$ cat src/source/catalina_sample_pkg.sv
// Sample width, sample type and the baseband-side channel structs
package catalina_sample_pkg;

   //--------------------------------------------------
   // Sample word
   //--------------------------------------------------

   // Converter resolution of the transceiver
   localparam int SAMPLE_W = 12;

   // One I or Q sample as seen by the baseband
   typedef logic [SAMPLE_W-1:0] sample_t;

   //--------------------------------------------------
   // Channel structs
   //--------------------------------------------------

   // One complex sample of a single channel
   typedef struct packed {
      sample_t i;
      sample_t q;
   } iq_t;

   // Both channels side by side
   // In SISO the two halves carry the same pair on RX
   typedef struct packed {
      iq_t ch0;
      iq_t ch1;
   } dual_iq_t;

endpackage
$ cat src/source/catalina_bus_pkg.sv
// Transceiver-bus pair structs and the mode/strobe control struct
package catalina_bus_pkg;

   //--------------------------------------------------
   // Bus pairs
   //--------------------------------------------------

   // One RX pair after DDR capture
   // I from one edge, Q from the other, frame tags the channel
   typedef struct packed {
      catalina_sample_pkg::sample_t i;
      catalina_sample_pkg::sample_t q;
      logic                         frame;
   } rx_pair_t;

   // One TX pair ahead of DDR launch
   // Frame is split into the two halves sent on each clock edge
   typedef struct packed {
      catalina_sample_pkg::sample_t i;
      catalina_sample_pkg::sample_t q;
      logic                         frame_rise;
      logic                         frame_fall;
   } tx_pair_t;

   //--------------------------------------------------
   // Control
   //--------------------------------------------------

   // Synchronized mode level and sample strobe
   // Strobe is constant high in SISO
   typedef struct packed {
      logic mimo;
      logic strobe;
   } mode_t;

endpackage

$ cat src/source/catalina_io.sv
// Top level joining mode control, RX demux and TX mux
`timescale 1ns/1ps

module catalina_io #(
   // Mode synchronizer depth, passed to the control block
   parameter int SYNC_STAGES = 2
) (
   input  logic                          siso_clk,
   input  logic                          rst_n_i,
   // Asynchronous SISO/MIMO select
   input  logic                          mimo_i,

   // Transceiver side
   input  catalina_bus_pkg::rx_pair_t    rx_bus_i,
   output catalina_bus_pkg::tx_pair_t    tx_bus_o,

   // Baseband side
   input  catalina_sample_pkg::dual_iq_t tx_dual_i,
   output catalina_sample_pkg::dual_iq_t rx_dual_o,
   // Marks valid baseband samples, stands in for radio_clk
   output logic                          radio_strobe_o
);

   //--------------------------------------------------
   // Control
   //--------------------------------------------------

   // Shared by both datapaths so RX and TX keep the same phase
   catalina_bus_pkg::mode_t mode;

   catalina_mode_ctrl #(
      .SYNC_STAGES (SYNC_STAGES)
   ) mode_ctrl_i (
      .siso_clk (siso_clk),
      .rst_n_i  (rst_n_i),
      .mimo_i   (mimo_i),
      .mode_o   (mode)
   );

   assign radio_strobe_o = mode.strobe;

   //--------------------------------------------------
   // Datapaths
   //--------------------------------------------------

   catalina_rx_demux rx_demux_i (
      .siso_clk  (siso_clk),
      .rst_n_i   (rst_n_i),
      .mode_i    (mode),
      .rx_bus_i  (rx_bus_i),
      .rx_dual_o (rx_dual_o)
   );

   catalina_tx_mux tx_mux_i (
      .siso_clk  (siso_clk),
      .rst_n_i   (rst_n_i),
      .mode_i    (mode),
      .tx_dual_i (tx_dual_i),
      .tx_bus_o  (tx_bus_o)
   );

endmodule

$ cat src/source/catalina_tx_mux.sv
// Dual-channel to TX bus pair mux with loopback select and frame generation
`timescale 1ns/1ps

module catalina_tx_mux (
   input  logic                          siso_clk,
   input  logic                          rst_n_i,
   // Synchronized mode and sample strobe
   input  catalina_bus_pkg::mode_t       mode_i,
   // Both channels from the baseband
   input  catalina_sample_pkg::dual_iq_t tx_dual_i,
   // One pair per cycle towards the transceiver
   output catalina_bus_pkg::tx_pair_t    tx_bus_o
);

   //--------------------------------------------------
   // SISO loopback select
   //--------------------------------------------------

   // Lets either channel drive the bus in SISO
   // Mainly used by the codec loopback test, where only one DUC is live
   // I and Q choose independently
   catalina_sample_pkg::iq_t loop_iq;

   assign loop_iq.i = (tx_dual_i.ch0.i != '0) ? tx_dual_i.ch0.i : tx_dual_i.ch1.i;
   assign loop_iq.q = (tx_dual_i.ch0.q != '0) ? tx_dual_i.ch0.q : tx_dual_i.ch1.q;

   //--------------------------------------------------
   // Pair serializer
   //--------------------------------------------------

   // Pair currently on the bus
   catalina_sample_pkg::iq_t out_q;
   // ch0 parked for the second half of a MIMO sample
   catalina_sample_pkg::iq_t hold_q;

   always_ff @(posedge siso_clk or negedge rst_n_i) begin
      if (!rst_n_i) begin
         out_q  <= '0;
         hold_q <= '0;
      end else if (mode_i.strobe) begin
         // ch1 goes first in MIMO, again due to the swapped labels
         if (mode_i.mimo) begin
            out_q <= tx_dual_i.ch1;
         end else begin
            out_q <= loop_iq;
         end
         hold_q <= tx_dual_i.ch0;
      end else begin
         // Second cycle of a MIMO sample
         out_q <= hold_q;
      end
   end

   //--------------------------------------------------
   // Frame
   //--------------------------------------------------

   // Strobe delayed to line up with the pair it marks
   logic strobe_d_q;

   always_ff @(posedge siso_clk or negedge rst_n_i) begin
      if (!rst_n_i) begin
         strobe_d_q <= 1'b0;
      end else begin
         strobe_d_q <= mode_i.strobe;
      end
   end

   //--------------------------------------------------
   // Bus output
   //--------------------------------------------------

   assign tx_bus_o.i          = out_q.i;
   assign tx_bus_o.q          = out_q.q;
   // Rising half high for the first pair of a sample
   assign tx_bus_o.frame_rise = strobe_d_q;
   // Falling half: SISO toggles frame per pair (1/0),
   // MIMO holds it high across the first pair
   assign tx_bus_o.frame_fall = strobe_d_q & mode_i.mimo;

endmodule

$ cat src/source/catalina_rx_demux.sv
// RX bus pair to dual-channel demux with strobe-aligned output stage
`timescale 1ns/1ps

module catalina_rx_demux (
   input  logic                          siso_clk,
   input  logic                          rst_n_i,
   // Synchronized mode and sample strobe
   input  catalina_bus_pkg::mode_t       mode_i,
   // One captured pair per cycle from the transceiver
   input  catalina_bus_pkg::rx_pair_t    rx_bus_i,
   // Both channels towards the baseband
   output catalina_sample_pkg::dual_iq_t rx_dual_o
);

   //--------------------------------------------------
   // Pair unpacking
   //--------------------------------------------------

   // I/Q part of the incoming pair, frame handled apart
   catalina_sample_pkg::iq_t pair_iq;

   assign pair_iq.i = rx_bus_i.i;
   assign pair_iq.q = rx_bus_i.q;

   //--------------------------------------------------
   // Channel stage
   //--------------------------------------------------

   // Frame-1 pair waiting for its frame-0 partner
   catalina_sample_pkg::iq_t      hold_q;
   // Assembled channels, one cycle after the bus
   catalina_sample_pkg::dual_iq_t chan_q;

   always_ff @(posedge siso_clk or negedge rst_n_i) begin
      if (!rst_n_i) begin
         hold_q <= '0;
         chan_q <= '0;
      end else if (mode_i.mimo) begin
         if (rx_bus_i.frame) begin
            // First pair of the sample, park it
            hold_q <= pair_iq;
         end else begin
            // Second pair completes the sample
            // Channel labels on the board are swapped against the
            // transceiver docs, so the frame-0 pair lands on ch0
            chan_q.ch0 <= pair_iq;
            chan_q.ch1 <= hold_q;
         end
      end else begin
         // SISO replicates onto both channels
         // Either downstream DDC can then be used
         chan_q.ch0 <= pair_iq;
         chan_q.ch1 <= pair_iq;
      end
   end

   //--------------------------------------------------
   // Output stage
   //--------------------------------------------------

   // Registered channel pair presented to the baseband
   catalina_sample_pkg::dual_iq_t out_q;

   // Strobe is always high in SISO, so this copies every cycle there
   // In MIMO it only moves on the sample phase, keeping ch0/ch1
   // stable for the whole two-cycle sample period
   always_ff @(posedge siso_clk or negedge rst_n_i) begin
      if (!rst_n_i) begin
         out_q <= '0;
      end else if (mode_i.strobe) begin
         out_q <= chan_q;
      end
   end

   assign rx_dual_o = out_q;

endmodule

$ cat src/source/catalina_mode_ctrl.sv
// Mode level synchronizer and MIMO sample strobe generator
`timescale 1ns/1ps

module catalina_mode_ctrl #(
   // Depth of the mode synchronizer, two or more
   parameter int SYNC_STAGES = 2
) (
   input  logic                    siso_clk,
   input  logic                    rst_n_i,
   // Asynchronous mode level from the host side
   input  logic                    mimo_i,
   // Synchronized mode and strobe for both datapaths
   output catalina_bus_pkg::mode_t mode_o
);

   //--------------------------------------------------
   // Mode synchronizer
   //--------------------------------------------------

   // Bit 0 takes the raw level, the top bit is the safe copy
   logic [SYNC_STAGES-1:0] sync_q;
   logic                   mimo_sync;

   always_ff @(posedge siso_clk or negedge rst_n_i) begin
      if (!rst_n_i) begin
         // Come out of reset in SISO
         sync_q <= '0;
      end else begin
         sync_q <= {sync_q[SYNC_STAGES-2:0], mimo_i};
      end
   end

   assign mimo_sync = sync_q[SYNC_STAGES-1];

   //--------------------------------------------------
   // Phase toggle
   //--------------------------------------------------

   // Half-rate phase of the MIMO sample clock
   // Parked at 0 in SISO so MIMO always starts on a strobe cycle
   logic phase_q;

   always_ff @(posedge siso_clk or negedge rst_n_i) begin
      if (!rst_n_i) begin
         phase_q <= 1'b0;
      end else if (mimo_sync) begin
         phase_q <= ~phase_q;
      end else begin
         phase_q <= 1'b0;
      end
   end

   //--------------------------------------------------
   // Strobe
   //--------------------------------------------------

   // SISO: every cycle carries a full sample
   // MIMO: one sample per two bus pairs, strobe on phase 0
   assign mode_o.mimo   = mimo_sync;
   assign mode_o.strobe = ~mimo_sync | ~phase_q;

endmodule

$ cat config.mk
export PLATFORM = sky130hd
export DESIGN_NAME = catalina_io
export DESIGN_NICKNAME = d
export VERILOG_FILES = /design/src/source/catalina_sample_pkg.sv /design/src/source/catalina_bus_pkg.sv /design/src/source/catalina_io.sv /design/src/source/catalina_tx_mux.sv /design/src/source/catalina_rx_demux.sv /design/src/source/catalina_mode_ctrl.sv
export SDC_FILE = /design/constraint.sdc
export NUM_CORES = 1
export LEC_CHECK = 0
export ABC_AREA = 1
export BUFFER_PORTS_ARGS = -buffer_cell sky130_fd_sc_hd__buf_2
export CORE_AREA = 10 10 144 146
export DETAILED_ROUTE_END_ITERATION = 12
export DIE_AREA = 0 0 154 156
export GPL_TIMING_DRIVEN = 0
export SLEW_MARGIN = 20
export SYNTH_ARGS = -nofsm -noshare
export SYNTH_HDL_FRONTEND = slang
export SYNTH_SLANG_ARGS = --single-unit
$ cat constraint.sdc
create_clock -name siso_clk -period 1.2 [get_ports siso_clk]
set_input_delay 0.24 -clock siso_clk [delete_from_list [all_inputs] [get_ports siso_clk]]
set_output_delay 0.24 -clock siso_clk [all_outputs]
set_load 0.02 [all_outputs]
==> run metrics <==
Port Buffer Count 150; smallest hold slack -170 ps; number of nets with antenna violations after detailed routing 0; GRT Resource Usage Total 18.7%; Clock Tree Buf Depth 2; status finished, violations left; starting utilization of the core area 39.1%; Setup crit start kind flop; Post-Syn Area per Cell 9.12 um^2; instance count of the mapped netlist 765; CTS root buffer sky130_fd_sc_hd__clkbuf_16; die height 156 um; DIE AREA 24000 um^2; startpoint of the worst-slack reg-to-reg timing path mode_ctrl_i.sync_q[1]$_DFF_PN0_; placed wire-length estimate after detailed placement 13900 um; clk slew on worst S/H paths 70 ps; Place WS -364 ps; total count of max-transition violations in the final report 0; relative contribution of combinational cells to total power 24.8%; number of detailed-route iterations in the first pass 5; detailed-route via count 6561; pin count of the biggest net entering global routing 94; register area share after synthesis 61.7%; Switch Pwr 4.94 mW; internal power contribution 11.4 mW; first-pass GRT wire length 35600 um; gr ovfl total 0; Clock H-tree levels 4; nature of the critical path endpoint flop; number of filler cells placed in the layout 1244; maximum clock rate 0.656 GHz; maximum ir drop on the vdd rail 0.927 mV; CTS Hold Buffers Added 1; total CTS buffers 17; RSZ-0062 raised after global routing yes; number of nets in the finished design 1124; data arrival time of the worst path 1850 ps; required time of the critical path 1530 ps; met1 WL 10400 um; TritonCTS Sinks 172; violated checks hold timing, setup timing; Placeable Area 17800 um^2; drt initial violations 483; clock latency reported for the late side of the worst-skew pair 430 ps; initial antenna violation count 1; metal2 WL 12600 um; setup violation total in the final timing report 197; switching power as a share of total power 30.2%; number of violations of the max-capacitance limit 0; Setup CP Type reg2reg; Synth Warn # 0; via count of the first global-routing pass 6465; routed wirelength normalized by instance count 19.7 um; Critical Path Fanout Max 5; RePlAce Congestion 0.785; worst-case setup margin in the final layout -324 ps; register share of total power 41.8%; time the worst path needs with I/O delays and setup 1520 ps; Hold WC Path Type in2async; Cell Area, Synth 6980 um^2; headroom to the max-slew limit 51.2%; CTS tree done; worst clock skew on the final layout 7.30 ps; flops & latches, synth 172; Final Hold Violating Endpoints 92; portion of the clock cycle consumed by the worst path in the final layout 127%; synthesized net count 841; layout overhead on the synthesized area 74.3%; drt total wl 25500 um; vias per cell 5.08; uppermost layer routed met5; # IOs 151; number of placement rows 49; fraction of layout cells with a size suffix above 1 54.9%; Worst Max-Slew Pin Slew 731 ps; Netlist cell types 19; x dimension of the die 154 um; power per cell area 1340 nW/um^2; launch point of the critical path mode_ctrl_i.sync_q[1]$_DFF_PN0_; drt drc 0; leakage power summed over all cells 6.22 nW; detailed-routed wire length on met3 1700 um; Clock power frac 33.4%
[kinds of logic after synthesis]
| family | share of synthesized area, % |
|---|---|
| flip-flops | 61.7 |
| AO/OA/AOI/OAI | 12.4 |
| multiplexers | 0.161 |
| buffers and inverters | 9.95 |
| AND/OR/NAND/NOR | 15.8 |
[power groups by stage]
stage / Sequential, mW / Clock (mW) / Combinational [mW]
final: 6.83 / 5.46 / 4.04
after global routing: 6.88 / 5.74 / 4.32
after CTS: 6.74 / 5.50 / 3.33
after detailed placement: 6.76 / 0 / 2.12
after global placement: 6.74 / 0 / 2.08
after floorplan: 7.11 / 0 / 0.818
[cell type report]
type,instances,area (um^2),area share (%)
clock inverters,14,134,1.10
well taps,229,287,2.36
plain buffers,37,648,5.33
flip-flops and latches,172,4310,35.4
multi-input cells,441,3060,25.1
repair buffers,270,2870,23.6
inverters,109,422,3.47
clock buffers,18,439,3.61
diodes,1,2.50,0.0206
[flip-flops by register name (all words and copies together), names as in the netlist]
register              count
rx_demux_i.hold_q        24
rx_demux_i.chan_q        48
mode_ctrl_i.sync_q        2
tx_mux_i.strobe_d_q       1
mode_ctrl_i.phase_q       1
rx_demux_i.rx_dual_o     48
tx_mux_i.hold_q          24
tx_mux_i.tx_bus_o        24
[metrics by stage]
| step | instance area, um^2 | utilization (%) | std cells | power (mW) | TNS [ps] |
|---|---|---|---|---|---|
| floorplan | 6980 | - | 765 | 7.93 | 0 |
| CTS | 11000 | 61.4 | 1257 | 15.6 | -22960 |
| global placement | 8020 | 44.9 | 1144 | 8.82 | -530690 |
| finish | 12200 | 68.2 | 1291 | 16.3 | -26330 |
| global route | 12200 | 68.2 | 1290 | 16.9 | -33090 |
| detailed placement | 8050 | 45.1 | 1145 | 8.87 | -26050 |
[cells in the final DEF (no fill, tap or decap), types with 2 or more instances in the layout]
cell,instances
sky130_fd_sc_hd__dfrtp_1,171
sky130_fd_sc_hd__inv_1,102
sky130_fd_sc_hd__buf_6,95
sky130_fd_sc_hd__nand2_1,84
sky130_fd_sc_hd__o21ai_2,82
sky130_fd_sc_hd__buf_2,74
sky130_fd_sc_hd__nand2_2,71
sky130_fd_sc_hd__nand2_4,61
sky130_fd_sc_hd__buf_4,59
sky130_fd_sc_hd__o21ai_1,54
sky130_fd_sc_hd__clkbuf_16,33
sky130_fd_sc_hd__buf_8,29
sky130_fd_sc_hd__nand3_1,27
sky130_fd_sc_hd__o211ai_1,23
sky130_fd_sc_hd__buf_16,17
sky130_fd_sc_hd__nor2_1,16
sky130_fd_sc_hd__buf_12,16
sky130_fd_sc_hd__nor2_4,9
sky130_fd_sc_hd__nand3_2,8
sky130_fd_sc_hd__inv_6,6
sky130_fd_sc_hd__inv_2,5
sky130_fd_sc_hd__clkinvlp_4,5
sky130_fd_sc_hd__clkinv_4,2
[layer usage]
| metal | global-route usage, % | vias to the layer above |
|---|---|---|
| met5 | 0 | - |
| met4 | 6.88 | 2 |
| met3 | 5.54 | 55 |
| met2 | 29.8 | 250 |
| met1 | 23.5 | 3251 |
| li1 | - | 3003 |
[worst max-delay path, cell delays in order, from the launching register on]
cell                        delay [ps]
sky130_fd_sc_hd__dfrtp_2           450
sky130_fd_sc_hd__buf_6             150
sky130_fd_sc_hd__buf_6             120
sky130_fd_sc_hd__nand2_8           100
sky130_fd_sc_hd__clkbuf_16         170
sky130_fd_sc_hd__buf_6             100
sky130_fd_sc_hd__buf_16            130
sky130_fd_sc_hd__nand2_2            50
sky130_fd_sc_hd__o21ai_1           150
[timing repair]
item | CTS | global route
hold endpoints to repair | 93 | 92
cloned | 25 | 8
buffers inserted | 55 | 34
endpoints found under the setup margin | 226 | 242
pin swaps | 27 | 26
gates resized for setup | 445 | 324
[synth_stat cells]
library cell / instances / share of area [%]
sky130_fd_sc_hd__nand2_1: 214 / 12
sky130_fd_sc_hd__dfrtp_1: 172 / 62
sky130_fd_sc_hd__o21ai_0: 128 / 9.2
sky130_fd_sc_hd__inv_1: 107 / 5.8
sky130_fd_sc_hd__nand3_1: 35 / 2.5
sky130_fd_sc_hd__nor2_1: 26 / 1.4
sky130_fd_sc_hd__o211ai_1: 23 / 2.5
sky130_fd_sc_hd__buf_2: 13 / 0.93
sky130_fd_sc_hd__buf_6: 11 / 1.8
sky130_fd_sc_hd__clkbuf_1: 11 / 0.59
sky130_fd_sc_hd__o21ai_1: 10 / 0.72
sky130_fd_sc_hd__buf_4: 5 / 0.54
sky130_fd_sc_hd__clkbuf_2: 3 / 0.22
sky130_fd_sc_hd__nand2_2: 2 / 0.18
sky130_fd_sc_hd__a21oi_1: 1 / 0.072
sky130_fd_sc_hd__inv_2: 1 / 0.054
sky130_fd_sc_hd__inv_4: 1 / 0.090
sky130_fd_sc_hd__mux2_2: 1 / 0.16
sky130_fd_sc_hd__nand2_4: 1 / 0.16
[path summary, 6_finish.rpt]
check,end,cells past startpoint,slack [ps]
max reg2reg,rx_demux_i.hold_q[3]$_DFFE_PN0P_,8,-320
min,rx_demux_i.rx_dual_o[46]$_DFFE_PN0N_,1,-170
min reg2reg,mode_ctrl_i.sync_q[1]$_DFF_PN0_,0,370
min in group siso_clk,rx_demux_i.chan_q[36]$_DFFE_PN0N_,3,30
max in group asynchronous,rx_demux_i.rx_dual_o[16]$_DFFE_PN0N_,2,500
max,rx_demux_i.hold_q[3]$_DFFE_PN0P_,8,-320
No activity file was read; power rests on OpenSTA's default activity.
